$ cat src/source/pr_accel_consts.svh
/*
  sizes and widths of the delta-PageRank block
*/
`ifndef PR_ACCEL_CONSTS_SVH
`define PR_ACCEL_CONSTS_SVH

// graph size
`define PR_MAX_VERTICES    16
`define PR_VID_WIDTH       4
`define PR_COUNT_WIDTH     5

// memory port
`define PR_ADDR_WIDTH      16
`define PR_DATA_WIDTH      32
`define PR_OFFSET_WIDTH    16

// edge reads in flight
`define PR_MAX_OUTSTANDING 4

`endif

$ cat src/source/pr_accel_pkg.sv
/*
  run phase enum, memory request types, vertex id and offset types
*/
`include "pr_accel_consts.svh"

package pr_accel_pkg;

  typedef enum logic [2:0] {
    PH_IDLE,
    PH_LOAD,
    PH_RUN,
    PH_WRITE,
    PH_DONE
  } phase_e;

  typedef enum logic {
    MEM_READ,
    MEM_WRITE
  } mem_op_e;

  typedef logic [`PR_VID_WIDTH-1:0]    vid_t;
  typedef logic [`PR_OFFSET_WIDTH-1:0] offset_t;

  typedef struct packed {
    mem_op_e                   op;
    logic [`PR_ADDR_WIDTH-1:0] addr;
    logic [`PR_DATA_WIDTH-1:0] data;
  } mem_req_t;

  // one edge hit on a destination vertex
  typedef struct packed {
    vid_t dst;
  } vtx_update_t;

endpackage

$ cat src/source/run_control.sv
/*
  run_control: start edge detect, phase sequencing,
  idle/done/ready flags and the run-phase cycle counter
*/
`timescale 1ns/10ps

module run_control (
  input  logic                 ap_clk,
  input  logic                 areset,
  input  logic                 ap_start,
  input  logic                 load_done,
  input  logic                 walk_done,
  input  logic                 write_done,
  output pr_accel_pkg::phase_e phase,
  output logic [31:0]          run_cycles,
  output logic                 ap_idle,
  output logic                 ap_done,
  output logic                 ap_ready
);

  logic start_q;
  logic start_pulse;

  always_ff @(posedge ap_clk) begin
    if (areset) begin
      start_q <= 1'b0;
    end else begin
      start_q <= ap_start;
    end
  end

  assign start_pulse = ap_start & ~start_q;

  ////////////////////////////////////////////////////////////
  // phase sequencing
  ////////////////////////////////////////////////////////////
  always_ff @(posedge ap_clk) begin
    if (areset) begin
      phase <= pr_accel_pkg::PH_IDLE;
    end else begin
      case (phase)
        pr_accel_pkg::PH_IDLE:  if (start_pulse) phase <= pr_accel_pkg::PH_LOAD;
        pr_accel_pkg::PH_LOAD:  if (load_done) phase <= pr_accel_pkg::PH_RUN;
        pr_accel_pkg::PH_RUN:   if (walk_done) phase <= pr_accel_pkg::PH_WRITE;
        pr_accel_pkg::PH_WRITE: if (write_done) phase <= pr_accel_pkg::PH_DONE;
        default:                phase <= pr_accel_pkg::PH_IDLE;
      endcase
    end
  end

  // cycles spent walking edges
  always_ff @(posedge ap_clk) begin
    if (areset) begin
      run_cycles <= '0;
    end else if (phase == pr_accel_pkg::PH_IDLE && start_pulse) begin
      run_cycles <= '0;
    end else if (phase == pr_accel_pkg::PH_RUN) begin
      run_cycles <= run_cycles + 32'd1;
    end
  end

  // done lasts the single PH_DONE cycle
  assign ap_idle  = (phase == pr_accel_pkg::PH_IDLE);
  assign ap_done  = (phase == pr_accel_pkg::PH_DONE);
  assign ap_ready = ap_done;

endmodule

$ cat config.mk
export PLATFORM = sky130hd
export DESIGN_NAME = run_control
export DESIGN_NICKNAME = d
export VERILOG_FILES = /design/src/source/pr_accel_pkg.sv /design/src/source/run_control.sv
export VERILOG_INCLUDE_DIRS = /design/src /design/src/source
export SDC_FILE = /design/constraint.sdc
export NUM_CORES = 1
export LEC_CHECK = 0
export BUFFER_PORTS_ARGS = -buffer_cell sky130_fd_sc_hd__buf_2
export CORE_AREA = 2 2 59 61
export CTS_CLUSTER_SIZE = 16
export DETAILED_ROUTE_END_ITERATION = 10
export DIE_AREA = 0 0 61 63
export GPL_TIMING_DRIVEN = 0
export HOLD_SLACK_MARGIN = 0.05
export PLACE_DENSITY = 0.82
export SKIP_LAST_GASP = 1
export SYNTH_ARGS = -nofsm -noshare
export SYNTH_HDL_FRONTEND = slang
export SYNTH_SLANG_ARGS = --single-unit
$ cat constraint.sdc
create_clock -name ap_clk -period 3.35 [get_ports ap_clk]
set_input_delay 0.5025 -clock ap_clk [delete_from_list [all_inputs] [get_ports ap_clk]]
set_output_delay 0.5025 -clock ap_clk [all_outputs]
set_load 0.03 [all_outputs]
==> impl_metrics.yaml <==
logic_synthesis:
  ys_types: 35
  ys_seq_area_frac: 0.413
  synth_cells: 200
  syn_area_um2: 1750
  synth-main-ff-cell: "dfxtp_1"
  synth_edf_count: 0
  avgSynthCellArea_um2: 8.73
  ys_ff_latch: 36
  async_flop_share: 0
  synthesis.nets: 207
  yosys_warnings: 0
setup_path:
  cp-end-kind: "flop"
  ff2ff_path_depth: 7
  r2r_slack_ps: 1160
  worstPathRequired_ps: 3580
  startpoint_type: "flop"
  worst-setup-path-type: "flop to flop"
  path_max_fanout: 10
  worstPathArrival_ps: 2420
route:
  first_iter_violations: 100
  drc_errors: 0
  ant_nets: 0
  first_pass_iters: 4
  vias: 1747
  wire_per_inst_um: 13.4
  viasPerCell: 5.88
  wirelength_mm: 3.98
global_route:
  grt.met1_usage: 0.303
  grt_pass1_wl_mm: 6.94
  use_met2: 0.366
  grt_pass1_vias: 1607
  grt_use_met3: 0.0683
  overflow: 0
  antenna_found_initial: 0
  grt_util_all_layers: 0.233
  grt_max_degree: 13
  gr-max-usage-layer: "met2"
hold_path:
  hold_depth: 2
  hold_path.class: "input port to flop"
clock_tree:
  cts_made_buffers: 5
  path_clk_slew_ps: 110
  post_cts_buffers: 0
  cts_max_level: 2
  clock_path_buffers: 2
  hold_buffers: 0
  clock_latency_ps: 350
  cts_tree: "built"
  cts_resized: 0
  cts_sinks: 36
  cts_root_buffer: "clkbuf_4"
cells_and_area:
  drive_above_1_share: 0.227
  stdcell_count: 297
  syn_to_final_growth_pct: 22.9
  final_common_cell: "buf_2"
  final_util: 0.664
  mostFrequentLayoutCells: "buf_2, dfxtp_1, a21oi_1, nand2_1, or4_1"
  n_antenna_cell: 0
  final_nets: 257
die:
  ioPinCount: 44
  core_um2: 3230
  die-area_um2: 3840
  fp-row-count: 21
  die_h_um: 63
  start_util: 0.540
  die_w_um: 61
flow_run:
  max-cap-violations: 0
timing:
  final_max_slew_viol_count: 0
  period_needed_ps: 2190
  worstMarginPinSlew_ps: 463
  max_freq_mhz: 456
  hold_viol: 0
  rsz0062_at_grt: "no"
  fin_worst_skew_ps: 14.0
  fin_tns_setup_ps: 0
  whs_ps: 383
  period_share: 0.654
  slew_headroom: 0.691
  setup_viol: 0
power:
  leakagePower_nw: 0.801
  p_per_area_nw_per_um2: 443
  p_int_mw: 0.758
  p_seq_frac: 0.457
  swShare: 0.203
  clkPwrFrac: 0.483
  p_sw_mw: 0.193
  peakVddDrop_mv: 0.315
  p_comb_frac: 0.061
placement:
  dpl.hpwl_mm: 2.81
  dp.cells: 289
  port_buffers: 43
  gp_congestion: 0.835
status:
  status: "complete, no violations"
flip-flops by register name, summed over array words and instances (netlist names):
| signal | flops |
|---|---|
| phase | 3 |
| run_cycles | 32 |
| start_q | 1 |
per-stage QoR:
step / instance area, um2 / setup WS (ps) / power (mW)
floorplan: 1750 / 1080 / 0.486
global placement: 2020 / 1220 / 0.502
detailed placement: 2020 / 1170 / 0.502
CTS: 2150 / 1150 / 0.957
global route: 2150 / 948 / 0.989
finish: 2150 / 1160 / 0.951
layout make-up:
class / count / area (um2)
fill: 307 / 1090
multi-input combinational: 150 / 953
sequential: 36 / 721
timing repair buffer: 43 / 215
clock inverter: 3 / 90.1
tap: 46 / 57.6
buffer: 10 / 56.3
clock buffer: 5 / 37.5
inverter: 4 / 15.0
logic make-up (layout without fill, tap and decap cells):
family | count (synthesis) | in the layout | share of synthesized area
AO/OA/AOI/OAI | 45 | 45 | 0.153
XOR/XNOR | 10 | 10 | 0.0502
adder cells (fa/ha/maj) | 1 | 1 | 0.00717
buffers and inverters | 14 | 65 | 0.0409
flip-flops | 36 | 36 | 0.413
multiplexers | 2 | 2 | 0.0115
AND/OR/NAND/NOR | 92 | 92 | 0.325
worst max-delay path: stages (launching register included):
cell       delay [ps]
dfxtp_1           330
buf_6             130
nand4bb_4         270
or4_4             560
buf_6             160
clkbuf_1          230
o31ai_1           300
a21oi_1            90
Yosys cell counts (3+ instances only):
cell type | n | area, um2
xnor2_1 | 5 | 43.8
a21oi_1 | 21 | 105
nand2_1 | 15 | 56.3
dfxtp_1 | 36 | 721
xor2_1 | 5 | 43.8
and4_1 | 6 | 52.6
inv_1 | 4 | 15.0
nand3_1 | 10 | 50.1
or3_1 | 8 | 50.1
o31ai_1 | 11 | 82.6
o21ai_0 | 8 | 40.0
nor2b_1 | 4 | 25.0
nor3_1 | 6 | 30.0
and3_1 | 3 | 18.8
or4_1 | 12 | 90.1
nand4_1 | 6 | 37.5
clkbuf_1 | 7 | 26.3
nor2_1 | 11 | 41.3
final timing paths:
path,endpoint,startpoint
max,run_cycles[29]$_SDFFE_PP0N_,phase[0]$_SDFFE_PP0P_
min,start_q$_SDFF_PP0_,ap_start
max reg2reg,run_cycles[29]$_SDFFE_PP0N_,phase[0]$_SDFFE_PP0P_
min reg2reg,run_cycles[31]$_SDFFE_PP0N_,run_cycles[31]$_SDFFE_PP0N_
layer usage:
layer	wire length [um]	share of wire
met2	1960	0.49
met5	0	0
met1	1680	0.42
met3	295	0.074
met4	43	0.011
power groups by stage:
stage | logic (mW) | registers (mW) | clock network, mW
final | 0.0576 | 0.435 | 0.459
after global routing | 0.0641 | 0.436 | 0.489
after CTS | 0.0582 | 0.435 | 0.464
after detailed placement | 0.0580 | 0.444 | 0
after global placement | 0.0570 | 0.445 | 0
after floorplan | 0.0353 | 0.450 | 0
(Power assumes the default switching activity.)
