### src/source/pr_accel_consts.svh
/*
  sizes and widths of the delta-PageRank block
*/
`ifndef PR_ACCEL_CONSTS_SVH
`define PR_ACCEL_CONSTS_SVH

// graph size
`define PR_MAX_VERTICES    16
`define PR_VID_WIDTH       4
`define PR_COUNT_WIDTH     5

// memory port
`define PR_ADDR_WIDTH      16
`define PR_DATA_WIDTH      32
`define PR_OFFSET_WIDTH    16

// edge reads in flight
`define PR_MAX_OUTSTANDING 4

`endif

### src/source/pr_accel_pkg.sv
/*
  run phase enum, memory request types, vertex id and offset types
*/
`include "pr_accel_consts.svh"

package pr_accel_pkg;

  typedef enum logic [2:0] {
    PH_IDLE,
    PH_LOAD,
    PH_RUN,
    PH_WRITE,
    PH_DONE
  } phase_e;

  typedef enum logic {
    MEM_READ,
    MEM_WRITE
  } mem_op_e;

  typedef logic [`PR_VID_WIDTH-1:0]    vid_t;
  typedef logic [`PR_OFFSET_WIDTH-1:0] offset_t;

  typedef struct packed {
    mem_op_e                   op;
    logic [`PR_ADDR_WIDTH-1:0] addr;
    logic [`PR_DATA_WIDTH-1:0] data;
  } mem_req_t;

  // one edge hit on a destination vertex
  typedef struct packed {
    vid_t dst;
  } vtx_update_t;

endpackage

### src/source/edge_walker.sv
/*
  edge_walker: steps through the vertices, issues edge reads
  with a bounded count in flight, turns responses into updates
*/
`timescale 1ns/10ps
`include "pr_accel_consts.svh"

module edge_walker (
  input  logic                          ap_clk,
  input  logic                          areset,
  input  pr_accel_pkg::phase_e          phase,
  input  logic [`PR_COUNT_WIDTH-1:0]    num_vertices,
  input  logic [`PR_ADDR_WIDTH-1:0]     edge_base,
  output pr_accel_pkg::vid_t            rd_vid,
  input  pr_accel_pkg::offset_t         loffset,
  input  pr_accel_pkg::offset_t         roffset,
  output pr_accel_pkg::mem_req_t        mem_req,
  output logic                          mem_req_valid,
  input  logic                          mem_req_ready,
  input  logic [`PR_DATA_WIDTH-1:0]     mem_rsp_data,
  input  logic                          mem_rsp_valid,
  output pr_accel_pkg::vtx_update_t     update,
  output logic                          update_valid,
  output logic                          walk_done
);

  localparam int OUT_W = $clog2(`PR_MAX_OUTSTANDING + 1);

  logic [`PR_COUNT_WIDTH-1:0] cur_vid;
  pr_accel_pkg::offset_t      edge_ptr;
  logic [OUT_W-1:0]           outstanding;
  logic                       in_run;
  logic                       vid_live;
  logic                       has_edge;
  logic                       issue;
  logic                       retire;

  assign in_run   = (phase == pr_accel_pkg::PH_RUN);
  assign vid_live = (cur_vid < num_vertices);
  assign has_edge = (edge_ptr < roffset);
  assign rd_vid   = cur_vid[`PR_VID_WIDTH-1:0];

  ////////////////////////////////////////////////////////////
  // request side
  ////////////////////////////////////////////////////////////
  assign mem_req_valid = in_run && vid_live && has_edge &&
                         (outstanding < OUT_W'(`PR_MAX_OUTSTANDING));
  assign issue  = mem_req_valid && mem_req_ready;
  assign retire = in_run && mem_rsp_valid;

  always_comb begin
    mem_req.op   = pr_accel_pkg::MEM_READ;
    mem_req.addr = edge_base + edge_ptr;
    mem_req.data = '0;
  end

  always_ff @(posedge ap_clk) begin
    if (areset || !in_run) begin
      cur_vid     <= '0;
      outstanding <= '0;
    end else begin
      // vertex exhausted or empty, move on
      if (vid_live && !has_edge) begin
        cur_vid <= cur_vid + 1'b1;
      end
      case ({issue, retire})
        2'b10:   outstanding <= outstanding + 1'b1;
        2'b01:   outstanding <= outstanding - 1'b1;
        default: outstanding <= outstanding;
      endcase
    end
  end

  // offsets are contiguous, so the pointer just keeps running
  always_ff @(posedge ap_clk) begin
    if (!in_run) begin
      edge_ptr <= loffset;
    end else if (issue) begin
      edge_ptr <= edge_ptr + 1'b1;
    end
  end

  ////////////////////////////////////////////////////////////
  // response side
  ////////////////////////////////////////////////////////////
  assign update.dst   = mem_rsp_data[`PR_VID_WIDTH-1:0];
  assign update_valid = retire;

  assign walk_done = in_run && !vid_live && (outstanding == '0);

endmodule

### config.mk
export PLATFORM = sky130hd
export DESIGN_NAME = edge_walker
export DESIGN_NICKNAME = d
export VERILOG_FILES = /design/src/source/pr_accel_pkg.sv /design/src/source/edge_walker.sv
export VERILOG_INCLUDE_DIRS = /design/src /design/src/source
export SDC_FILE = /design/constraint.sdc
export NUM_CORES = 1
export LEC_CHECK = 0
export BUFFER_PORTS_ARGS = -buffer_cell sky130_fd_sc_hd__buf_2
export CORE_MARGIN = 5
export CORE_UTILIZATION = 43
export CTS_BUF_LIST = sky130_fd_sc_hd__clkbuf_4 sky130_fd_sc_hd__clkbuf_8
export CTS_CLUSTER_SIZE = 8
export DETAILED_ROUTE_END_ITERATION = 10
export HOLD_SLACK_MARGIN = 0.06
export PLACE_DENSITY_LB_ADDON = 0.08
export SLEW_MARGIN = 20
export SYNTH_ARGS = -nofsm -noshare
export SYNTH_HDL_FRONTEND = slang
export SYNTH_SLANG_ARGS = --single-unit
### constraint.sdc
create_clock -name ap_clk -period 5.8 [get_ports ap_clk]
set_input_delay 1.16 -clock ap_clk [delete_from_list [all_inputs] [get_ports ap_clk]]
set_output_delay 1.16 -clock ap_clk [all_outputs]
set_load 0.01 [all_outputs]
==> flow_summary.toml <==
[status]
status = "complete, no violations"

[power]
p_clk_share_pct = 20.2
fin_total_pwr_mw = 0.581
p_per_area_mw_per_mm2 = 183
combPwrFrac_pct = 42.7
swShare_pct = 36.4
leakage_nw = 1.58
seqPwrFrac_pct = 37.1
ir_drop_mv = 0.111
switchingPower_mw = 0.211
internal_power_mw = 0.369

[place]
routabilityCongestion = 0.801
place_hpwl_um = 5150
portBuffers = 82
dp.cells = 487

[global_route]
grt_usage_pct = 14.4
grt_pass1_vias = 2186
grt_max_degree = 37
grt_remaining_overflow = 0
grt_pass1_wl_um = 10100
antenna_found_initial = 0

[logic_synthesis]
avgSynthCellArea_um2 = 8.24
ys_types = 44
syn_area_mm2 = 0.00279
ys_top_cells_by_area = "edfxtp_1, ha_1, buf_4"
synth_enable_flop_cells = 16
ys_warn_count = 0
synthMuxAreaShare_pct = 0.717
synth_top_family_by_area = "simple AND/OR/NAND/NOR gates"
synth_top_cell_area_share_pct = 17.2
yosys.area_share.xor_xnor_pct = 9.72
synth_top_area_cell = "edfxtp_1"
synth-compound-area-share_pct = 14.3
synth-simple-area-share_pct = 18.4
synthArstFlopShare_pct = 0
ys_seq_elements = 24
syn_inst = 339
synth_fa_ha_area_share_pct = 18.0
ys.flop_type = "edfxtp_1"
ys_seq_area_share_pct = 22.9

[min_path]
hold_path.startpoint = "cur_vid[4]"
hold_depth = 2
min_to = "cur_vid[4]"
hold_class = "register to register"

[timing]
setup_viol_count_final = 0
hold_viol_final = 0
period_share_pct = 76.2
fin_setup_tns_ns = 0
fin_crit_ns = 4.42
max_freq_mhz = 226
rsz0062_at_grt = "no"
worst_pin_slew_ns = 0.892
fin_skew_ns = 0.00640
maxSlewHeadroom_pct = 40.0
slew_violations = 0

[clock_tree]
post-cts-setup-buffers = 0
cts_sinks = 24
cts_max_level = 1
cts_root_buf = "clkbuf_8"
path_clk_slew_ns = 0.09
cts_buffers = 3
clock_latency_ns = 0.27
cts_hold_buffers = 0
cts_tree = "yes"
clk_path_buf_depth = 2
cts-resized-gates = 0

[cells_and_area]
area_growth_pct = 13.5
finalNetCount = 546
insertedDiodeCount = 0
layout_commonest_cell = "buf_2"
fin_cells = 491
layout-drive-gt1-share_pct = 22.7
final_cell_mix = "buf_2, ha_1, conb_1, inv_1, nand2_1"
fillers = 660
fin_util_pct = 49.9

[route]
wl_um = 6220
initialDrtViolationCount = 92
remaining_drc_errors = 0
wl_per_cell_um = 12.7
drtPass1Iterations = 4
vias = 2381
ant_nets = 0
vias_per_cell = 4.85

[critical_path]
worstPathRequired_ns = 4.64
rr_startpoint = "edge_ptr[7]"
setup.worst_path.class = "primary input to primary output"
cp.arrival_ns = 3.26
rr_worst_depth = 14
cp-start-kind = "primary input"
end_kind = "primary output"
reg2reg_to = "outstanding[2]"
rrSetupSlack_ns = 2.45
worstPathMaxFanout = 4

[die]
ios = 152
floorplan.initialDensity_pct = 44.0
die_x_um = 90.6
die-area_mm2 = 0.00821
rows = 29
core_area_mm2 = 0.00635
chipHeight_um = 90.6

[flow_run]
max_cap_violations = 0
## worst max path at each step
stage,from,end,cells past startpoint
global placement,edge_base[0],mem_req[44],11
finish,edge_base[0],mem_req[44],11
CTS,edge_base[0],mem_req[44],11
floorplan,roffset[10],edge_ptr[0],7
global route,edge_base[0],mem_req[44],11
detailed placement,edge_base[0],mem_req[44],11
## synthesized netlist by cell type (3+ instances only)
cell type / instances
a21o_1: 3
inv_1: 32
nand2b_1: 3
buf_4: 41
nand3_1: 14
and3_1: 4
and4_1: 3
edfxtp_1: 16
a31oi_1: 4
nor2_1: 21
clkbuf_1: 3
nor2b_1: 3
xnor2_1: 16
xor2_1: 15
dfxtp_1: 8
a21oi_1: 12
nand2_1: 30
ha_1: 37
o31ai_1: 5
o21a_1: 4
nor4_1: 3
a211oi_1: 3
o21ai_0: 20
nand4_1: 8
nor3_1: 6
## critical path, stage by stage
cell	delay (ns)
buf_2	0.08
ha_1	0.15
inv_1	0.06
fa_1	0.39
nor2b_1	0.18
o31a_1	0.22
nor4_1	0.08
o31ai_1	0.45
a311oi_1	0.20
xnor2_1	0.15
buf_2	0.15
## power groups by stage
stage | registers, mW | logic, mW | clock network [mW]
after floorplan | 0.213 | 0.191 | 0
after global placement | 0.220 | 0.247 | 0
after detailed placement | 0.220 | 0.248 | 0
after CTS | 0.217 | 0.250 | 0.120
after global routing | 0.218 | 0.281 | 0.127
final | 0.216 | 0.248 | 0.117
## routing by layer
| metal | wire [µm] | global-route usage (%) | up-vias |
|---|---|---|---|
| met5 | 0 | 0 | - |
| met4 | 19 | 1.61 | 0 |
| met3 | 496 | 3.92 | 2 |
| met2 | 2860 | 24.0 | 78 |
| met1 | 2840 | 19.2 | 1039 |
| li1 | - | - | 1262 |
## flip-flops by register name, indices dropped and copies added (netlist names)
register,flops
cur_vid,5
outstanding,3
edge_ptr,16
## logic make-up after synthesis
logic type               Yosys count
flip-flops                        24
XOR/XNOR                          31
buffers and inverters             76
other                              1
AND/OR/NAND/NOR                  104
adder cells (fa/ha/maj)           39
AO/OA/AOI/OAI                     62
multiplexers                       2
## layout make-up
| type | count | area [µm²] | area share, % |
|---|---|---|---|
| Clock buffer | 4 | 55.1 | 1.74 |
| Inverter | 32 | 120 | 3.79 |
| Multi-Input combinational cell | 271 | 1840 | 58.1 |
| Sequential cell | 24 | 641 | 20.2 |
| Tap cell | 77 | 96.3 | 3.04 |
| Timing Repair Buffer | 83 | 418 | 13.2 |
## per-stage QoR
step,hold WS (ns),area (µm²),setup WS (ns)
2_1_floorplan,0.450,2910,1.34
3_3_place_gp,0.473,3120,1.38
3_5_place_dp,0.480,3120,1.40
4_1_cts,0.493,3170,1.40
5_1_grt,0.531,3170,1.26
6_report,0.492,3170,1.38
(Power assumes the default switching activity.)
