### config.mk
export PLATFORM = sky130hd
export DESIGN_NAME = offset_table
export DESIGN_NICKNAME = d
export VERILOG_FILES = /design/src/source/pr_accel_pkg.sv /design/src/source/offset_table.sv
export VERILOG_INCLUDE_DIRS = /design/src /design/src/source
export SDC_FILE = /design/constraint.sdc
export NUM_CORES = 1
export LEC_CHECK = 0
export ABC_AREA = 1
export BUFFER_PORTS_ARGS = -buffer_cell sky130_fd_sc_hd__buf_2
export CAP_MARGIN = 20
export CORE_MARGIN = 1.5
export CORE_UTILIZATION = 45
export CTS_CLUSTER_SIZE = 40
export DETAILED_ROUTE_END_ITERATION = 7
export PLACE_DENSITY = 0.66
export SLEW_MARGIN = 5
export SYNTH_ARGS = -nofsm -noshare
export SYNTH_HDL_FRONTEND = slang
export SYNTH_SLANG_ARGS = --single-unit
### constraint.sdc
create_clock -name ap_clk -period 3 [get_ports ap_clk]
set_input_delay 0.45 -clock ap_clk [delete_from_list [all_inputs] [get_ports ap_clk]]
set_output_delay 0.45 -clock ap_clk [all_outputs]
set_load 0.005 [all_outputs]
### src/source/pr_accel_consts.svh
/*
  sizes and widths of the delta-PageRank block
*/
`ifndef PR_ACCEL_CONSTS_SVH
`define PR_ACCEL_CONSTS_SVH

// graph size
`define PR_MAX_VERTICES    16
`define PR_VID_WIDTH       4
`define PR_COUNT_WIDTH     5

// memory port
`define PR_ADDR_WIDTH      16
`define PR_DATA_WIDTH      32
`define PR_OFFSET_WIDTH    16

// edge reads in flight
`define PR_MAX_OUTSTANDING 4

`endif

### src/source/pr_accel_pkg.sv
/*
  run phase enum, memory request types, vertex id and offset types
*/
`include "pr_accel_consts.svh"

package pr_accel_pkg;

  typedef enum logic [2:0] {
    PH_IDLE,
    PH_LOAD,
    PH_RUN,
    PH_WRITE,
    PH_DONE
  } phase_e;

  typedef enum logic {
    MEM_READ,
    MEM_WRITE
  } mem_op_e;

  typedef logic [`PR_VID_WIDTH-1:0]    vid_t;
  typedef logic [`PR_OFFSET_WIDTH-1:0] offset_t;

  typedef struct packed {
    mem_op_e                   op;
    logic [`PR_ADDR_WIDTH-1:0] addr;
    logic [`PR_DATA_WIDTH-1:0] data;
  } mem_req_t;

  // one edge hit on a destination vertex
  typedef struct packed {
    vid_t dst;
  } vtx_update_t;

endpackage

### src/source/offset_table.sv
/*
  offset_table: loads vertex edge offsets, serves offset pairs
*/
`timescale 1ns/10ps
`include "pr_accel_consts.svh"

module offset_table (
  input  logic                          ap_clk,
  input  logic                          areset,
  input  pr_accel_pkg::phase_e          phase,
  input  logic [`PR_COUNT_WIDTH-1:0]    num_vertices,
  input  logic [`PR_ADDR_WIDTH-1:0]     offset_base,
  output pr_accel_pkg::mem_req_t        mem_req,
  output logic                          mem_req_valid,
  input  logic                          mem_req_ready,
  input  logic [`PR_DATA_WIDTH-1:0]     mem_rsp_data,
  input  logic                          mem_rsp_valid,
  output logic                          load_done,
  input  pr_accel_pkg::vid_t            rd_vid,
  output pr_accel_pkg::offset_t         loffset,
  output pr_accel_pkg::offset_t         roffset
);

  logic [`PR_COUNT_WIDTH-1:0] req_idx;
  logic [`PR_COUNT_WIDTH-1:0] rsp_idx;
  logic                       wait_rsp;
  logic                       in_load;
  logic [`PR_VID_WIDTH:0]     nxt_vid;
  pr_accel_pkg::offset_t      offs [0:`PR_MAX_VERTICES];

  assign in_load = (phase == pr_accel_pkg::PH_LOAD);

  // one word in flight, N+1 words in all
  assign mem_req_valid = in_load && !wait_rsp && (req_idx <= num_vertices);
  assign load_done     = in_load && (rsp_idx > num_vertices);

  always_comb begin
    mem_req.op   = pr_accel_pkg::MEM_READ;
    mem_req.addr = offset_base + {{(`PR_ADDR_WIDTH-`PR_COUNT_WIDTH){1'b0}}, req_idx};
    mem_req.data = '0;
  end

  always_ff @(posedge ap_clk) begin
    if (areset || !in_load) begin
      req_idx  <= '0;
      rsp_idx  <= '0;
      wait_rsp <= 1'b0;
    end else begin
      if (mem_req_valid && mem_req_ready) begin
        req_idx  <= req_idx + 1'b1;
        wait_rsp <= 1'b1;
      end
      if (wait_rsp && mem_rsp_valid) begin
        rsp_idx  <= rsp_idx + 1'b1;
        wait_rsp <= 1'b0;
      end
    end
  end

  always_ff @(posedge ap_clk) begin
    if (in_load && wait_rsp && mem_rsp_valid) begin
      offs[rsp_idx] <= mem_rsp_data[`PR_OFFSET_WIDTH-1:0];
    end
  end

  assign nxt_vid = {1'b0, rd_vid} + 1'b1;
  assign loffset = offs[rd_vid];
  assign roffset = offs[nxt_vid];

endmodule

==> results of run 1 <==
power breakdown:
part           switching (mW)  internal, mW  leakage [nW]
registers            0.000228          4.33          2.53
logic                   0.730         0.335          3.82
clock network            1.49          1.88         0.431
flip-flops by register name, indices dropped and copies added, names as in the netlist:
name	flops
rsp_idx	5
wait_rsp	1
req_idx	5
offs	272
layer usage:
layer  share of wire  vias up
li1                -     5796
met4           0.022        2
met5         0.00032        -
met3           0.095       74
met1            0.43     5658
met2            0.45      536
stage by stage:
stage | utilization | instance area [um^2] | hold slack [ns] | setup WS (ns)
6_report | 0.508 | 17000 | 0.184 | 0.277
5_1_grt | 0.508 | 17000 | 0.176 | 0.124
3_5_place_dp | 0.481 | 16100 | 0.490 | 0.437
2_1_floorplan | - | 15500 | 0.463 | 0.00123
3_3_place_gp | 0.481 | 16100 | 0.479 | 0.476
4_1_cts | 0.508 | 17000 | 0.163 | 0.242
final cells by class:
cell class                 instances  area, um^2
multi-input combinational       1097        5610
inverter                         173         652
clock inverter                    16        76.3
fill                            3066       16500
sequential                       283        8390
timing repair buffer             148         931
clock buffer                      40         810
tap                              448         561
antenna                            2        5.00
worst max-delay path by stage:
stage	startpoint	endpoint	slack [ns]	cells after the start
2_1_floorplan	phase[0]	offs[16][0]$_DFFE_PP_	0.001	6
3_3_place_gp	rd_vid[1]	roffset[2]	0.48	10
3_5_place_dp	rd_vid[1]	roffset[3]	0.44	11
4_1_cts	req_idx[0]$_SDFFE_PP0P_	mem_req[40]	0.24	10
5_1_grt	req_idx[0]$_SDFFE_PP0P_	mem_req[40]	0.12	10
6_report	req_idx[0]$_SDFFE_PP0P_	mem_req[40]	0.28	10
cells by family after synthesis:
| group | after synthesis |
|---|---|
| other | 1 |
| adder cells (fa/ha/maj) | 22 |
| buffers and inverters | 309 |
| flip-flops | 283 |
| AND/OR/NAND/NOR | 692 |
| AO/OA/AOI/OAI | 336 |
| XOR/XNOR | 14 |
placed cells by master, fill, tap and decap left out, types with 4 or more instances in the layout:
master,netlist,final
clkbuf_1,26,9
inv_2,4,4
edfxtp_1,272,272
o211ai_2,32,32
nor3_1,12,8
nand2_1,426,426
clkinv_2,0,7
buf_4,35,48
o211ai_1,64,64
nor2_2,1,13
nor2_1,34,22
clkbuf_16,0,31
o21ai_0,108,108
conb_1,1,33
nand3_1,208,208
dfxtp_1,11,11
clkinv_1,0,7
nor3_2,0,4
nand4_1,6,6
xor2_1,10,10
inv_1,168,168
a21oi_1,76,76
o21ai_1,53,53
buf_2,34,95
ha_1,21,20
buf_12,1,4
worst max-delay path, cell delays in order (launching register included):
cell,delay [ns]
dfxtp_1,0.34
ha_1,0.22
fa_1,0.41
nand3_1,0.10
nand2_1,0.08
nand2_1,0.10
nand2_1,0.05
nand2_1,0.08
nor2_1,0.07
xor2_1,0.14
buf_2,0.13
==> flow_summary.json, run 1 <==
{
  "end_kind": "primary output",
  "cts_sinks": 283,
  "die_x_um": 188,
  "yosysMostFrequentCell": "nand2_1",
  "required_ns": 2.55,
  "yosys_warnings": 0,
  "postCtsSetupRepairBufs": 0,
  "status": "finished clean",
  "finalSetupViolations": 0,
  "grt_first_pass_wirelength_mm": 63.3,
  "start_util": 0.457,
  "cts_buffers": 30,
  "hp-class": "input port to flip-flop",
  "hold_path_startpoint": "mem_rsp_valid",
  "regToRegSetupSlack_ns": 1.12,
  "grtUsageMet2": 0.377,
  "crit_type": "flip-flop to primary output",
  "clk_pin_slew_ns": 0.06,
  "first_iter_violations": 1309,
  "finalClockSkew_ns": 0.00675,
  "synth_edf_count": 272,
  "finalHoldViolations": 0,
  "grt_pass1_vias": 11200,
  "fin_crit_ns": 2.72,
  "ant_nets": 0,
  "coreArea_mm2": 0.0335,
  "busiest_layer": "met2",
  "worstPathMaxFanout": 4,
  "finalNonFillerCells": 2207,
  "yosys.area_share.simple": 0.190,
  "regToRegEndpoint": "offs[16][12]$_DFFE_PP_",
  "rr_worst_depth": 5,
  "synth.distinct_cells": 35,
  "drt_pass1_iterations": 7,
  "area_delta_synth_final_pct": 11.1,
  "met3_usage": 0.0320,
  "synth_top_family_by_area": "simple AND/OR/NAND/NOR gates",
  "fp-row-count": 67,
  "synth_adder_area_share": 0.0184,
  "timing.rr.start": "wait_rsp$_SDFFE_PP0P_",
  "leakage_nw": 6.78,
  "drc": 0,
  "whs_endpoint": "rsp_idx[1]$_SDFFE_PP0P_",
  "synth_compound_area_frac": 0.136,
  "clock_latency_ns": 0.56,
  "start_kind": "flip-flop",
  "fin_crit_sh": 0.908,
  "hold_depth": 3,
  "finalMaxSlewViolations": 0,
  "dr_total_vias": 12100,
  "maxCapViolCount": 0,
  "grt_usage": 0.234,
  "drive_above_1_share": 0.141,
  "rsz0062_at_grt": "false",
  "routed_wl_mm": 41.1,
  "yosys.area.top_type": "edfxtp_1",
  "antenna_found_initial": 2,
  "async_reset_ff_frac": 0,
  "ctsResizeCount": 0,
  "globalplace.congestion": 0.808,
  "portBuffers": 97,
  "nets": 1819,
  "synthMuxAreaShare": 0,
  "postSynthCellCount": 1657,
  "gr-usage-met1": 0.335,
  "critPathArrivalTime_ns": 2.27,
  "synth_xor_area_frac": 0.00971,
  "ys_seq_area_frac": 0.547,
  "max_freq_mhz": 367,
  "clockRootBuffer": "clkbuf_16",
  "tns_ns": 0,
  "p_total_mw": 8.76,
  "die_area_mm2": 0.0352,
  "grt-ovfl-total": 0,
  "syn_area_mm2": 0.0153,
  "hold_buffers": 0,
  "dpl.cell_count": 2149,
  "cts_tree": "yes",
  "ys_ff_latch": 283,
  "synth_area_leaders": "edfxtp_1, nand2_1, nand3_1",
  "die_height_um": 188,
  "synth_common_cells": "nand2_1, edfxtp_1, nand3_1",
  "pin_count": 147,
  "hpwl_mm": 25.0,
  "htreeDepth": 1,
  "cts_max_path_buffers": 3,
  "synth_top_area_share": 0.533,
  "synth_flop_cell": "edfxtp_1",
  "avgSynthCellArea_um2": 9.26,
  "vias_per_cell": 5.47,
  "ir_drop_uv": 438,
  "power_density_mw_per_mm2": 514,
  "grt_max_degree": 169,
  "tightestPinTransition_ns": 0.746,
  "wl_per_cell_um": 18.6,
  "slew-limit-headroom": 0.503
}
No activity file was read; power rests on OpenSTA's default activity.
==> inputs of run 2 (changes only) <==
- REMOVE_ABC_BUFFERS: unset -> 1
==> flow_summary.json, run 2 (synthesized netlist as in run 1, its figures left out) <==
{
  "status": "finished clean",
  "fin_crit_sh": 0.922,
  "critPathMaxStageDelay_ns": 0.40,
  "dpl_cell_area_mm2": 0.0161,
  "grt_usage": 0.223,
  "cp-startpoint": "req_idx[0]$_SDFFE_PP0P_",
  "met3_length_mm": 3.64,
  "rr_worst_depth": 5,
  "drc": 0,
  "critPathArrivalTime_ns": 2.31,
  "maxCapViolCount": 0,
  "rsz0062_at_grt": "false",
  "design_area_mm2": 0.0173,
  "layout.cells.most_common": "nand2_1",
  "htreeDepth": 1,
  "postCtsSetupRepairBufs": 0,
  "cts_max_path_buffers": 3,
  "portBuffers": 97,
  "hpwl_mm": 22.7,
  "drive_above_1_share": 0.141,
  "fin_crit_ns": 2.76,
  "die_height_um": 188,
  "critPathTopFamily": "adder cells",
  "dr_total_vias": 12000,
  "wl_met2_mm": 18.4,
  "grt_first_pass_wirelength_mm": 60.8,
  "finalSetupViolations": 0,
  "timing.rr.start": "wait_rsp$_SDFFE_PP0P_",
  "tightestPinTransition_ns": 0.872,
  "first_iter_violations": 1156,
  "p_total_mw": 9.50,
  "finish.utilization": 0.515,
  "crit_type": "flip-flop to primary output",
  "area_delta_synth_final_pct": 12.5,
  "vias_per_cell": 5.48,
  "hold_path_startpoint": "mem_rsp_valid",
  "pin_count": 147,
  "start_kind": "flip-flop",
  "ctsResizeCount": 0,
  "cts_sinks": 283,
  "cts_tree": "yes",
  "critPathBufInv": 1,
  "die_x_um": 188,
  "finalHoldViolations": 0,
  "grt-ovfl-total": 0,
  "finalClockSkew_ns": 0.00667,
  "globalplace.congestion": 0.831,
  "grt_max_degree": 141,
  "crit_cells": 10,
  "required_ns": 2.55,
  "max_freq_mhz": 362,
  "hold_depth": 3,
  "end_kind": "primary output",
  "finalMaxSlewViolations": 0,
  "top_register": "offs",
  "reg.largest.list": "offs: 272 flops, req_idx: 5 flops, rsp_idx: 5 flops",
  "cp_slowest_cell": "fa_1",
  "grt_pass1_vias": 11200,
  "worstPathMaxFanout": 4,
  "clockRootBuffer": "clkbuf_16",
  "tns_ns": 0,
  "clock_latency_ns": 0.56,
  "whs_ns": 0.179,
  "ir_drop_uv": 407,
  "coreArea_mm2": 0.0335,
  "drt_pass1_iterations": 6,
  "wl_per_cell_um": 18.1,
  "path_cells": "ha_1 > fa_1 > nand3_1 > nand2_1 > nand2_1 > nand2_1 > nand2_1 > nor2_1 > xor2_1 > buf_2",
  "leakage_nw": 6.87,
  "hold_buffers": 0,
  "ant_nets": 0,
  "antenna_found_initial": 1,
  "routed_wl_mm": 39.8,
  "crit_top_cell": "nand2_1",
  "clk_pin_slew_ns": 0.06,
  "power_density_mw_per_mm2": 551,
  "nets": 1810,
  "fp-row-count": 67,
  "largest_register_ffs": 272,
  "hp-class": "input port to flip-flop",
  "die_area_mm2": 0.0352,
  "start_util": 0.457,
  "slew-limit-headroom": 0.418,
  "top_layer": "met4",
  "cts_buffers": 30,
  "final_cell_mix": "nand2_1, edfxtp_1, nand3_1",
  "wl_met1_mm": 16.7
}
-- run 2: changes by cell type in the layout (fill, tap and decap cells not counted) --
cell	delta
clkbuf_1	-4
diode_2	-1
clkbuf_8	+4
clkinvlp_4	-1
buf_4	-12
xor2_4	+1
buf_12	+3
clkinv_2	-3
xor2_2	-1
clkinv_1	-4
bufinv_16	+8
-- run 2: tightest hold or removal path, stage by stage --
cell	delay [ns]
buf_2	0.11
nand3_1	0.07
a21oi_1	0.06
-- run 2: per-layer routing --
metal  GRT usage  vias to the layer above
met4      0.0760                        0
met5           0                        -
met1       0.300                     5589
met3      0.0357                       83
met2       0.366                      585
li1            -                     5785
-- run 2: final timing paths --
kind                                                end  slack, ns
worst max register to register     offs[6][1]$_DFFE_PP_       0.93
worst min-delay path            rsp_idx[1]$_SDFFE_PP0P_       0.18
worst min register to register    wait_rsp$_SDFFE_PP0P_       0.50
worst max-delay path                        mem_req[40]       0.24
-- run 2: area by class of cell --
class / count / area [um^2]
multi-input cells: 1097 / 5620
fillers: 3015 / 16300
inverters: 173 / 652
well taps: 448 / 561
repair buffers: 139 / 901
diodes: 1 / 2.50
flip-flops and latches: 283 / 8390
clock inverters: 16 / 279
clock buffers: 40 / 850
-- run 2: through the flow --
step / instances / setup WS (ns)
finish: 2197 / 0.235
global route: 2196 / 0.0903
detailed placement: 2140 / 0.302
global placement: 2140 / 0.297
floorplan: 1553 / -0.319
CTS: 2196 / 0.214
-- run 2: report_power, final --
group	internal, mW	total (mW)	switching, mW
sequential	4.32	4.33	0.000246
clock	2.66	4.18	1.51
combinational	0.330	1.00	0.674
total	7.32	9.50	2.19
