[src/source/pr_accel_consts.svh]
/*
  sizes and widths of the delta-PageRank block
*/
`ifndef PR_ACCEL_CONSTS_SVH
`define PR_ACCEL_CONSTS_SVH

// graph size
`define PR_MAX_VERTICES    16
`define PR_VID_WIDTH       4
`define PR_COUNT_WIDTH     5

// memory port
`define PR_ADDR_WIDTH      16
`define PR_DATA_WIDTH      32
`define PR_OFFSET_WIDTH    16

// edge reads in flight
`define PR_MAX_OUTSTANDING 4

`endif

[src/source/pr_accel_pkg.sv]
/*
  run phase enum, memory request types, vertex id and offset types
*/
`include "pr_accel_consts.svh"

package pr_accel_pkg;

  typedef enum logic [2:0] {
    PH_IDLE,
    PH_LOAD,
    PH_RUN,
    PH_WRITE,
    PH_DONE
  } phase_e;

  typedef enum logic {
    MEM_READ,
    MEM_WRITE
  } mem_op_e;

  typedef logic [`PR_VID_WIDTH-1:0]    vid_t;
  typedef logic [`PR_OFFSET_WIDTH-1:0] offset_t;

  typedef struct packed {
    mem_op_e                   op;
    logic [`PR_ADDR_WIDTH-1:0] addr;
    logic [`PR_DATA_WIDTH-1:0] data;
  } mem_req_t;

  // one edge hit on a destination vertex
  typedef struct packed {
    vid_t dst;
  } vtx_update_t;

endpackage

[src/source/result_writer.sv]
/*
  result_writer: vertex values, bitmap word and cycle count
  written back in address order
*/
`timescale 1ns/10ps
`include "pr_accel_consts.svh"

module result_writer (
  input  logic                          ap_clk,
  input  logic                          areset,
  input  pr_accel_pkg::phase_e          phase,
  input  logic [`PR_COUNT_WIDTH-1:0]    num_vertices,
  input  logic [`PR_ADDR_WIDTH-1:0]     result_base,
  output pr_accel_pkg::vid_t            rd_vid,
  input  logic [`PR_DATA_WIDTH-1:0]     value,
  input  logic [`PR_MAX_VERTICES-1:0]   active_bitmap,
  input  logic [31:0]                   run_cycles,
  output pr_accel_pkg::mem_req_t        mem_req,
  output logic                          mem_req_valid,
  input  logic                          mem_req_ready,
  output logic                          write_done
);

  logic [`PR_COUNT_WIDTH:0] idx;
  logic [`PR_COUNT_WIDTH:0] n_ext;
  logic [`PR_COUNT_WIDTH:0] last_idx;
  logic                     in_write;
  logic                     fire;

  assign in_write = (phase == pr_accel_pkg::PH_WRITE);
  assign n_ext    = {1'b0, num_vertices};
  assign last_idx = n_ext + 1'b1;

  assign rd_vid        = idx[`PR_VID_WIDTH-1:0];
  assign mem_req_valid = in_write && (idx <= last_idx);
  assign fire          = mem_req_valid && mem_req_ready;
  assign write_done    = fire && (idx == last_idx);

  always_comb begin
    mem_req.op   = pr_accel_pkg::MEM_WRITE;
    mem_req.addr = result_base + {{(`PR_ADDR_WIDTH-`PR_COUNT_WIDTH-1){1'b0}}, idx};
    if (idx < n_ext) begin
      mem_req.data = value;
    end else if (idx == n_ext) begin
      mem_req.data = {{(`PR_DATA_WIDTH-`PR_MAX_VERTICES){1'b0}}, active_bitmap};
    end else begin
      mem_req.data = run_cycles;
    end
  end

  always_ff @(posedge ap_clk) begin
    if (areset || !in_write) begin
      idx <= '0;
    end else if (fire) begin
      idx <= idx + 1'b1;
    end
  end

endmodule

[config.mk]
export PLATFORM = sky130hd
export DESIGN_NAME = result_writer
export DESIGN_NICKNAME = d
export VERILOG_FILES = /design/src/source/pr_accel_pkg.sv /design/src/source/result_writer.sv
export VERILOG_INCLUDE_DIRS = /design/src /design/src/source
export SDC_FILE = /design/constraint.sdc
export NUM_CORES = 1
export LEC_CHECK = 0
export ABC_AREA = 0
export BUFFER_PORTS_ARGS = -buffer_cell sky130_fd_sc_hd__buf_2
export CAP_MARGIN = 20
export CORE_AREA = 5 5 76 78
export DETAILED_ROUTE_END_ITERATION = 10
export DIE_AREA = 0 0 81 83
export PLACE_DENSITY_LB_ADDON = 0.2
export RECOVER_POWER = 50
export SLEW_MARGIN = 30
export SYNTH_ARGS = -nofsm -noshare
export SYNTH_HDL_FRONTEND = slang
export SYNTH_SLANG_ARGS = --single-unit
[constraint.sdc]
create_clock -name ap_clk -period 3.1 [get_ports ap_clk]
set_input_delay 0.62 -clock ap_clk [delete_from_list [all_inputs] [get_ports ap_clk]]
set_output_delay 0.62 -clock ap_clk [all_outputs]
set_load 0.005 [all_outputs]
==> summary.txt, run 1 <==
Total Routed Length = 6770 um
Avg WL per Cell = 14.1 um
Number of search-and-repair iterations in the first detailed-routing pass = 4
CTS Buf Count = 3
Final count of pins violating max slew = 0
Effective utilization at floorplan = 0.371
Peak VDD IR = 0.174 mV
Power density cells = 141 mW/mm^2
Number of placed cells counting well taps = 468
DRC violation count after routing = 0
Data arrival time of the critical path = 2.46 ns
Post-Layout Cell Count = 481
Worst Hold Path Cells = 2
Maximum buffer depth of the clock tree = 2
Number of vias in the routed layout = 2335
Setup violators final = 0
Reg-to-reg setup timing slack = 0.63 ns
Top post-synthesis cells by area = ha_1, mux2_2, mux2_4
Share of layout cells above drive strength 1 = 0.549
Setup repair after global routing missed its margin = yes
Flip-flop count of the largest register after layout = 6
Count of input and output buffers = 160
FF+latch count, synth = 6
Largest fanout of any net on the critical path = 6
Via count of the first global-routing pass = 2271
Worst setup path category = input pin to primary output
CTS sink count = 6
Proportion of register bits with asynchronous set or reset after synthesis = 0
Final clock period utilization by the worst path = 0.993
Growth of design area from synthesis to finish = 71.4%
Final hold slack = 0.595 ns
Fraction of the yosys area taken by sequential cells = 0.0646
Hold wc startpoint = idx[4]$_SDFFE_PP0P_
Fraction of post-synthesis cell area in the top cell type by area = 0.128
Number of nets produced by synthesis = 360
Top register by number of flip-flops = idx
DIE AREA = 0.00672 mm^2
GRT Overall Usage = 0.172
Worst flop-to-flop path endpoint = idx[5]$_SDFFE_PP0P_
Yosys warns = 0
Minimum clock period after layout = 3.08 ns
CTS clock-pin slew for the worst setup and hold paths = 0.03 ns
Avg Synthesized Cell Area = 7.98 um^2
Kind of start point of the critical path = input pin
Max-Cap Viols = 0
I/O pin total = 162
Hold Vio Cnt, Final = 0
Number of standard cells after synthesis = 233
Filler Cell Count = 455
Static power due to leakage = 1.84 nW
Grt total ovfl = 0
Core outline area = 0.00501 mm^2
Result of the run = completed
Reg2reg path depth = 8
Largest registers ranked by flip-flop count = idx: 6 flops
Max Clock Skew = 0.00341 ns
Total standard cell area after synthesis = 0.00186 mm^2
Standard-cell row count = 26
Chip Width = 81 um
Critical path capture point type = primary output
RR Startpoint = idx[3]$_SDFFE_PP0P_
Number of flops mapped to enable cells by yosys = 0
Cell type with the largest total area after synthesis = ha_1
TritonCTS clock tree = yes
H-tree depth reported by CTS = 1
Sink of the worst hold path = idx[4]$_SDFFE_PP0P_
Clock root buffer master = clkbuf_8
ANT nets after route = 0
Height of the chip = 83 um
Avg Vias per Cell = 4.85
Routability Congestion = 0.824
1st-iter DRT viols = 51
Largest net degree at the start of global routing = 24
Wire length of the first global-routing pass = 9740 um
Critical path required time = 2.48 ns
Antenna violations before repair = 1
Achievable frequency = 325 MHz
Detailed placement HPWL = 5280 um
Most frequently used flop master after synthesis = dfxtp_1
Worst-Skew Late Latency = 0.22 ns
Number of distinct standard cells referenced by the synthesized netlist = 38
Net total in the final layout = 539
Hold crit path type = flop to flop
## worst max path at each step
stage / startpoint / end / slack, ns
2_1_floorplan: num_vertices[4] / mem_req[10] / 0.11
6_report: num_vertices[2] / mem_req[13] / 0.02
3_3_place_gp: num_vertices[1] / mem_req[30] / -0.09
3_5_place_dp: num_vertices[1] / mem_req[30] / -0.1
5_1_grt: num_vertices[2] / mem_req[10] / -0.02
4_1_cts: num_vertices[1] / mem_req[13] / -0.008
## timing repair
item | CTS | global route
buffers inserted | 2 | 3
gates cloned | 2 | 3
endpoints found under the setup margin | 28 | 26
gates resized for setup | 23 | 19
hold buffers | 0 | 0
pin swaps | 2 | 11
## layout by cell type, fill, tap and decap left out, drive strengths merged, types with 7 or more instances in the layout
cell type  instances
nand3              8
clkbuf            19
nand2             26
nor2               7
mux2i             16
mux2              32
inv               30
a21oi             11
buf              172
xnor2             10
ha                19
## cells in the mapped netlist (5+ instances only)
| master | count |
|---|---|
| a21oi_1 | 11 |
| xnor2_1 | 10 |
| nand3_1 | 8 |
| o21ai_0 | 6 |
| nor3_1 | 6 |
| nor2_1 | 7 |
| mux2_2 | 19 |
| ha_1 | 19 |
| mux2_4 | 13 |
| inv_1 | 30 |
| mux2i_1 | 16 |
| dfxtp_1 | 6 |
| xor2_1 | 6 |
| nand2_1 | 26 |
| buf_4 | 5 |
## area by class of cell
type	instances	area, um^2	area share
Tap cell	70	87.6	0.0275
Multi-Input combinational cell	183	1640	0.515
Clock buffer	3	41.3	0.0130
Antenna cell	1	2.50	0.000785
Timing Repair Buffer	188	1180	0.370
Inverter	30	115	0.0361
Sequential cell	6	120	0.0377
## per-layer routing
layer,share of wire,up-vias,track usage,routed length [um]
li1,-,1163,-,-
met1,0.38,1045,0.185,2550
met5,0,-,0,0
met4,0.030,0,0.0507,204
met2,0.49,109,0.323,3340
met3,0.098,18,0.0379,666
## critical path: stages
cell	delay, ns
buf_6	0.08
inv_2	0.04
ha_4	0.25
nand2_1	0.05
or4_4	0.54
clkbuf_16	0.20
mux2_4	0.30
mux2_4	0.28
buf_6	0.12
## logic make-up after synthesis
family | after synthesis | synth area share
xor gates and xnor gates | 16 | 0.0754
AOI/OAI and AO/OA | 34 | 0.128
adders and majority gates | 20 | 0.139
DFF | 6 | 0.0646
buffers and inverters | 44 | 0.118
muxes | 48 | 0.306
and+or+nand+nor | 64 | 0.167
other | 1 | 0.00202
## metrics by stage
step	cell area, um^2	util	TNS, ns	setup WS (ns)	total power [mW]
final	3190	0.636	0	0.0207	0.451
after global placement	2820	0.563	-0.918	-0.0879	0.301
after detailed placement	2820	0.563	-1.70	-0.0989	0.306
after CTS	3030	0.606	-0.0436	-0.00807	0.442
after global routing	3190	0.636	-0.0740	-0.0188	0.481
after floorplan	1860	-	0	0.105	0.180
## report_power, final
group          internal [mW]  switching (mW)  total [mW]  leakage (nW)
registers             0.0777       0.0000204      0.0777        0.0483
logic                  0.157           0.100       0.257          1.77
clock network         0.0833          0.0324       0.116        0.0216
total                  0.318           0.133       0.451          1.84
Power figures use the tool's default switching activity.
==> run 2, diff against run 1 <==
--- a/config.mk
+++ b/config.mk
@@ -14,6 +14,7 @@
 export DIE_AREA = 0 0 81 83
 export PLACE_DENSITY_LB_ADDON = 0.2
 export RECOVER_POWER = 50
+export REMOVE_ABC_BUFFERS = 1
 export SLEW_MARGIN = 30
 export SYNTH_ARGS = -nofsm -noshare
 export SYNTH_HDL_FRONTEND = slang
==> run 2 against run 1 <==
  * Non-clock buffer count increased by 13
  * Worst setup slack got worse by 0.18 ns
  * The flow now finishes with violations (setup timing)
  * Highest routed layer unchanged
  * Power increased by 2.7%
  * Global-route usage increased by 3.3 points
  * Sequential share of layout area decreased by 0.094 points
  * Hold slack improved by 0.013 ns
  * Critical path type unchanged
==> summary.txt, run 2 (same netlist as run 1, synthesis figures left out) <==
Detailed placement HPWL = 5880 um (+11%)
Via count of the first global-routing pass = 2345 (+3.3%)
Routability Congestion = 0.857 (+4.0%)
Height of the chip = 83 um (unchanged)
Crit path setup slack, layout = -0.163 ns (-0.184 ns)
Final hold slack = 0.608 ns (+0.0134 ns)
Final clock period utilization by the worst path = 1.05 (+0.0594)
Peak VDD IR = 0.213 mV (+23%)
Minimum setup slack after placement = -0.0960 ns (+0.00294 ns)
TritonCTS clock tree = yes
Count of input and output buffers = 160 (unchanged)
Hold crit path type = flop to flop
Headroom to the max-slew limit = 0.632
Largest fanout of any net on the critical path = 6 (unchanged)
Avg Vias per Cell = 4.90 (+1.0%)
Post-Layout Cell Count = 493 (+2.5%)
Power density cells = 142 mW/mm^2 (+0.12%)
Critical path required time = 2.48 ns (about the same)
Net total in the final layout = 552 (+2.4%)
CTS clock-pin slew for the worst setup and hold paths = 0.04 ns (about the same)
Detailed-routing wirelength on met1 = 2670 um (+4.6%)
Met3 wire length = 753 um (+13%)
Power consumption = 463 uW (+2.7%)
Standard-cell row count = 26 (unchanged)
Kind of start point of the critical path = input pin
Filler Cell Count = 452 (-0.66%)
Most common cell after layout, fill and taps aside = buf_2
Data arrival time of the critical path = 2.64 ns (+0.18 ns)
Total negative setup slack = -2.61 ns (-2.61 ns)
GRT Overall Usage = 0.205 (+0.0329)
Max-Cap Viols = 0 (unchanged)
CTS sink count = 6 (unchanged)
Setup violators final = 29 (+29)
Static power due to leakage = 1.92 nW (+4.2%)
Number of search-and-repair iterations in the first detailed-routing pass = 4 (unchanged)
Largest registers ranked by flip-flop count = idx: 6 flops
Achievable frequency = 306 MHz (-5.6%)
Worst Hold Path Cells = 3 (+1)
Number of placed cells counting well taps = 474 (+1.3%)
I/O pin total = 162 (unchanged)
Core outline area = 0.00501 mm^2 (unchanged)
1st-iter DRT viols = 43 (-16%)
Critical path capture point type = primary output
Commonest non-fill, non-tap cells in the layout = buf_2, inv_1, nand2_1
Largest net degree at the start of global routing = 27 (+13%)
Grt total ovfl = 0 (unchanged)
CTS Buf Count = 3 (unchanged)
Growth of design area from synthesis to finish = 75.8%
Worst-Skew Late Latency = 0.22 ns (about the same)
Effective utilization at floorplan = 0.371 (unchanged)
ANT nets after route = 0 (unchanged)
Number of vias in the routed layout = 2418 (+3.6%)
Clock root buffer master = clkbuf_8
H-tree depth reported by CTS = 1 (unchanged)
Share of layout cells above drive strength 1 = 0.577 (+0.0281)
Top register by number of flip-flops = idx
Avg WL per Cell = 16.1 um (+14%)
Max Clock Skew = 0.000178 ns (-0.00323 ns)
Reg2reg path depth = 13 (+5)
Routed length on met2 = 4420 um (+32%)
Uppermost layer routed = met4
Violations in the final reports = setup timing
Minimum clock period after layout = 3.26 ns (+0.184 ns)
Flip-flop count of the largest register after layout = 6 (unchanged)
Chip Width = 81 um (unchanged)
Diodes inserted = 0 (-1)
Hold Vio Cnt, Final = 0 (unchanged)
Antenna violations before repair = 0 (-1)
Maximum buffer depth of the clock tree = 2 (unchanged)
Total Routed Length = 7940 um (+17%)
DIE AREA = 0.00672 mm^2 (unchanged)
Worst setup path category = input pin to primary output
Result of the run = finished with violations
DRC violation count after routing = 0 (unchanged)
Final count of pins violating max slew = 0 (unchanged)
Wire length of the first global-routing pass = 11400 um (+17%)
Worst-margin pin slew = 0.550 ns
Setup repair after global routing missed its margin = yes
-- run 2: cell count changes in the layout (fill, tap and decap cells not counted), sizes merged --
cell	before	now
clkbuf	19	13
diode	1	0
buf	172	191
-- run 2: final cells by class --
class | count | area [um^2] | share of cell area
Multi-Input combinational cell | 183 | 1640 | 0.501
Timing Repair Buffer | 201 | 1270 | 0.387
Sequential cell | 6 | 120 | 0.0368
Inverter | 30 | 115 | 0.0352
Tap cell | 70 | 87.6 | 0.0268
Clock buffer | 3 | 41.3 | 0.0126
-- run 2: final timing paths --
| check | startpoint | to | slack [ns] |
|---|---|---|---|
| worst max register to register | idx[2]$_SDFFE_PP0P_ | idx[0]$_SDFFE_PP0P_ | 0.43 |
| worst min register to register | idx[0]$_SDFFE_PP0P_ | idx[0]$_SDFFE_PP0P_ | 0.61 |
| worst min-delay path | idx[0]$_SDFFE_PP0P_ | idx[0]$_SDFFE_PP0P_ | 0.61 |
| worst max-delay path | num_vertices[1] | mem_req[30] | -0.16 |
-- run 2: critical path, cell delays in order --
cell       delay [ns]
buf_8            0.10
inv_4            0.05
ha_4             0.19
nor2b_1          0.12
o21ai_1          0.16
a21oi_2          0.10
a2111oi_4        0.44
clkbuf_16        0.23
buf_12           0.12
buf_6            0.10
mux2i_1          0.24
buf_2            0.17
-- run 2: stage by stage --
step            util  area [um^2]
5_1_grt        0.652         3270
4_1_cts        0.629         3150
3_5_place_dp   0.569         2850
2_1_floorplan      -         1750
6_report       0.652         3270
3_3_place_gp   0.569         2850
-- run 2: where the power goes --
part           switching (mW)  internal, mW
logic                   0.106         0.161
clock network          0.0345        0.0835
registers           0.0000208        0.0777
total                   0.141         0.322
-- run 2: per-layer routing --
metal | up-vias | GRT usage
li1 | 1190 | -
met1 | 1124 | 0.205
met2 | 94 | 0.414
met3 | 10 | 0.0552
met4 | 0 | 0.0246
met5 | - | 0
-- run 2: what timing repair did --
item / 4_1_cts / 5_1_grt
buffers inserted: 12 / 1
hold endpoints to repair: 0 / 0
gates cloned: 1 / 2
hold buffers: 0 / 0
setup endpoints to repair: 28 / 37
pin swaps: 8 / 5
resized for setup: 27 / 16
==> run 3, diff against run 2 <==
--- a/config.mk
+++ b/config.mk
@@ -9,13 +9,13 @@
 export ABC_AREA = 0
 export BUFFER_PORTS_ARGS = -buffer_cell sky130_fd_sc_hd__buf_2
 export CAP_MARGIN = 20
-export CORE_AREA = 5 5 76 78
+export CORE_AREA = 5 5 87 89
 export DETAILED_ROUTE_END_ITERATION = 10
-export DIE_AREA = 0 0 81 83
+export DIE_AREA = 0 0 92 94
 export PLACE_DENSITY_LB_ADDON = 0.2
 export RECOVER_POWER = 50
 export REMOVE_ABC_BUFFERS = 1
-export SLEW_MARGIN = 30
+export SLEW_MARGIN = 25
 export SYNTH_ARGS = -nofsm -noshare
 export SYNTH_HDL_FRONTEND = slang
 export SYNTH_SLANG_ARGS = --single-unit
==> run 3 against run 2 <==
  * The flow still finishes with violations (setup timing)
  * First-iteration DRC count is 16% lower
  * Sequential power about the same
  * Combinational power shrank 4%
  * Clock power about the same
  * Sequential share of layout area increased by 0.062 points
  * Cell count up 1.2%
  * Cell area shrank 1.6%
  * Routed wire length shrank 9.6%
  * Worst setup slack improved by 0.099 ns
  * Core utilization shrank 17 points
  * Largest cell class unchanged
==> summary.txt, run 3 (same netlist as run 1, synthesis figures left out) <==
Highest-delay cell along the critical path = or4_4
Setup violators final = 15 (-48%)
H-tree depth reported by CTS = 1 (unchanged)
Static power due to leakage = 1.87 nW (-2.5%)
Height of the chip = 94 um (+13%)
Minimum setup slack after placement = -0.119 ns (-0.0226 ns)
Chip Width = 92 um (+14%)
Post-cts hold buffer count = 0 (unchanged)
Power density cells = 142 mW/mm^2 (about the same)
TritonCTS clock tree = yes
Worst-Skew Late Latency = 0.23 ns (about the same)
Total Routed Length = 7180 um (-9.6%)
Largest net degree at the start of global routing = 15 (-44%)
Sum of buffers and inverters on the critical path = 5 (-1)
Commonest non-fill, non-tap cells in the layout = buf_2, inv_1, nand2_1, buf_4, mux2_4
Peak VDD IR = 0.191 mV (-10%)
Antenna violations before repair = 0 (unchanged)
Routability Congestion = 0.761 (-11%)
Crit path max-delay family = simple AND/OR/NAND/NOR gates
Effective utilization at floorplan = 0.278 (-0.0929)
GRT Overall Usage = 0.144 (-0.0605)
Final count of pins violating max slew = 0 (unchanged)
Detailed placement HPWL = 5600 um (-4.7%)
Hold Vio Cnt, Final = 0 (unchanged)
CTS clock-pin slew for the worst setup and hold paths = 0.04 ns (about the same)
Count of input and output buffers = 160 (unchanged)
Max Clock Skew = 0.00382 ns (+0.00365 ns)
Number of vias in the routed layout = 2327 (-3.8%)
Kind of start point of the critical path = input pin
Maximum buffer depth of the clock tree = 2 (unchanged)
Final hold slack = 0.608 ns (-0.000474 ns)
Achievable frequency = 316 MHz (+3.1%)
Result of the run = finished with violations
Critical path capture point type = primary output
Grt total ovfl = 0 (unchanged)
Hold crit path type = flop to flop
Minimum clock period after layout = 3.16 ns (-0.0990 ns)
Flip-flop count of the largest register after layout = 6 (unchanged)
Max incr delay on CP = 0.54 ns (+0.10 ns)
Number of placed cells counting well taps = 481 (+1.5%)
Final clock period utilization by the worst path = 1.02 (-0.0319)
ANT nets after route = 0 (unchanged)
DIE AREA = 0.00865 mm^2 (+29%)
Core outline area = 0.00668 mm^2 (+33%)
I/O pin total = 162 (unchanged)
Via count of the first global-routing pass = 2275 (-3.0%)
Power consumption = 455 uW (-1.7%)
CTS Buf Count = 3 (unchanged)
Standard-cell row count = 30 (+15%)
DRC violation count after routing = 0 (unchanged)
Worst-margin pin slew = 0.552 ns (+0.00247 ns)
Startpoint of the worst setup timing path = num_vertices[1]
Critical path required time = 2.48 ns (about the same)
Clock root buffer master = clkbuf_8
Diodes inserted = 0 (unchanged)
Post-Layout Cell Count = 499 (+1.2%)
Top register by number of flip-flops = idx
Setup repair after global routing missed its margin = yes
CTS sink count = 6 (unchanged)
Fin util = 0.481 (-0.171)
Data arrival time of the critical path = 2.54 ns (-0.10 ns)
Net total in the final layout = 548 (-0.72%)
Headroom to the max-slew limit = 0.630 (-0.00165)
Worst setup path category = input pin to primary output
1st-iter DRT viols = 36 (-16%)
Avg Vias per Cell = 4.66 (-4.9%)
Violations in the final reports = setup timing
Growth of design area from synthesis to finish = 72.9%
Largest registers ranked by flip-flop count = idx: 6 flops
Wire length of the first global-routing pass = 10400 um (-8.3%)
Cell chain of the critical path = buf_8, inv_6, ha_4, buf_4, nand2_1, or4_4, buf_12, mux2_4, mux2_2, buf_2
Crit path setup slack, layout = -0.0644 ns (+0.0990 ns)
Number of search-and-repair iterations in the first detailed-routing pass = 4 (unchanged)
Largest fanout of any net on the critical path = 14 (+8)
Share of layout cells above drive strength 1 = 0.580 (+0.00312)
Hold wc startpoint = idx[0]$_SDFFE_PP0P_
Avg WL per Cell = 14.4 um (-11%)
RR Startpoint = idx[2]$_SDFFE_PP0P_
Max-Cap Viols = 0 (unchanged)
Most common cell after layout, fill and taps aside = buf_2
run 3: cell count changes in the layout (fill, tap and decap cells not counted), moves of 2 or more:
cell,previous run,this run
buf_2,148,151
buf_6,13,5
mux2_2,12,15
mux2_4,20,17
nand3_1,8,6
nand3_2,0,2
nor3_1,4,1
nor3_2,2,5
run 3: worst paths after layout:
check	end	slack (ns)	cells past startpoint
max reg2reg	idx[4]$_SDFFE_PP0P_	0.60	8
min	idx[0]$_SDFFE_PP0P_	0.61	3
min reg2reg	idx[0]$_SDFFE_PP0P_	0.61	3
max	mem_req[9]	-0.06	10
run 3: area by class of cell:
cell class	instances	area (um^2)
tap	80	100
timing repair buffer	197	1200
multi-input combinational	183	1630
clock buffer	3	41.3
inverter	30	118
sequential	6	120
fill	676	3470
run 3: stage by stage:
stage / TNS, ns / area (um^2)
after floorplan: -21.98 / 1750
after global routing: -2.71 / 3210
final: -0.675 / 3210
after global placement: -1.47 / 2860
after detailed placement: -2.48 / 2860
after CTS: -1.24 / 3090
run 3: worst reg2reg max path, cell delays in order (launching register included):
cell,delay (ns)
dfxtp_1,0.33
clkbuf_1,0.34
ha_1,0.31
and4_1,0.16
o21a_1,0.12
o31a_1,0.27
clkbuf_1,0.20
or4_1,0.54
a21oi_1,0.15
run 3: where the power goes:
part / total, mW / leakage (nW) / switching (mW) / internal [mW]
Sequential: 0.0776 / 0.0483 / 0.0000196 / 0.0776
Clock: 0.121 / 0.0216 / 0.0369 / 0.0837
Combinational: 0.257 / 1.80 / 0.102 / 0.155
run 3: metal layers:
layer | share of wire | wire [um] | GRT usage | up-vias
met5 | 0 | 0 | 0 | -
met3 | 0.060 | 429 | 0.0329 | 10
met1 | 0.37 | 2680 | 0.155 | 1062
li1 | - | - | - | 1180
met2 | 0.56 | 3990 | 0.288 | 75
met4 | 0.011 | 77 | 0.0235 | 0
run 3: what timing repair did:
item	4_1_cts	5_1_grt
endpoints found under the setup margin	26	36
gates resized for setup	16	21
cloned	2	1
setup buffers	8	4
pin swaps	10	10
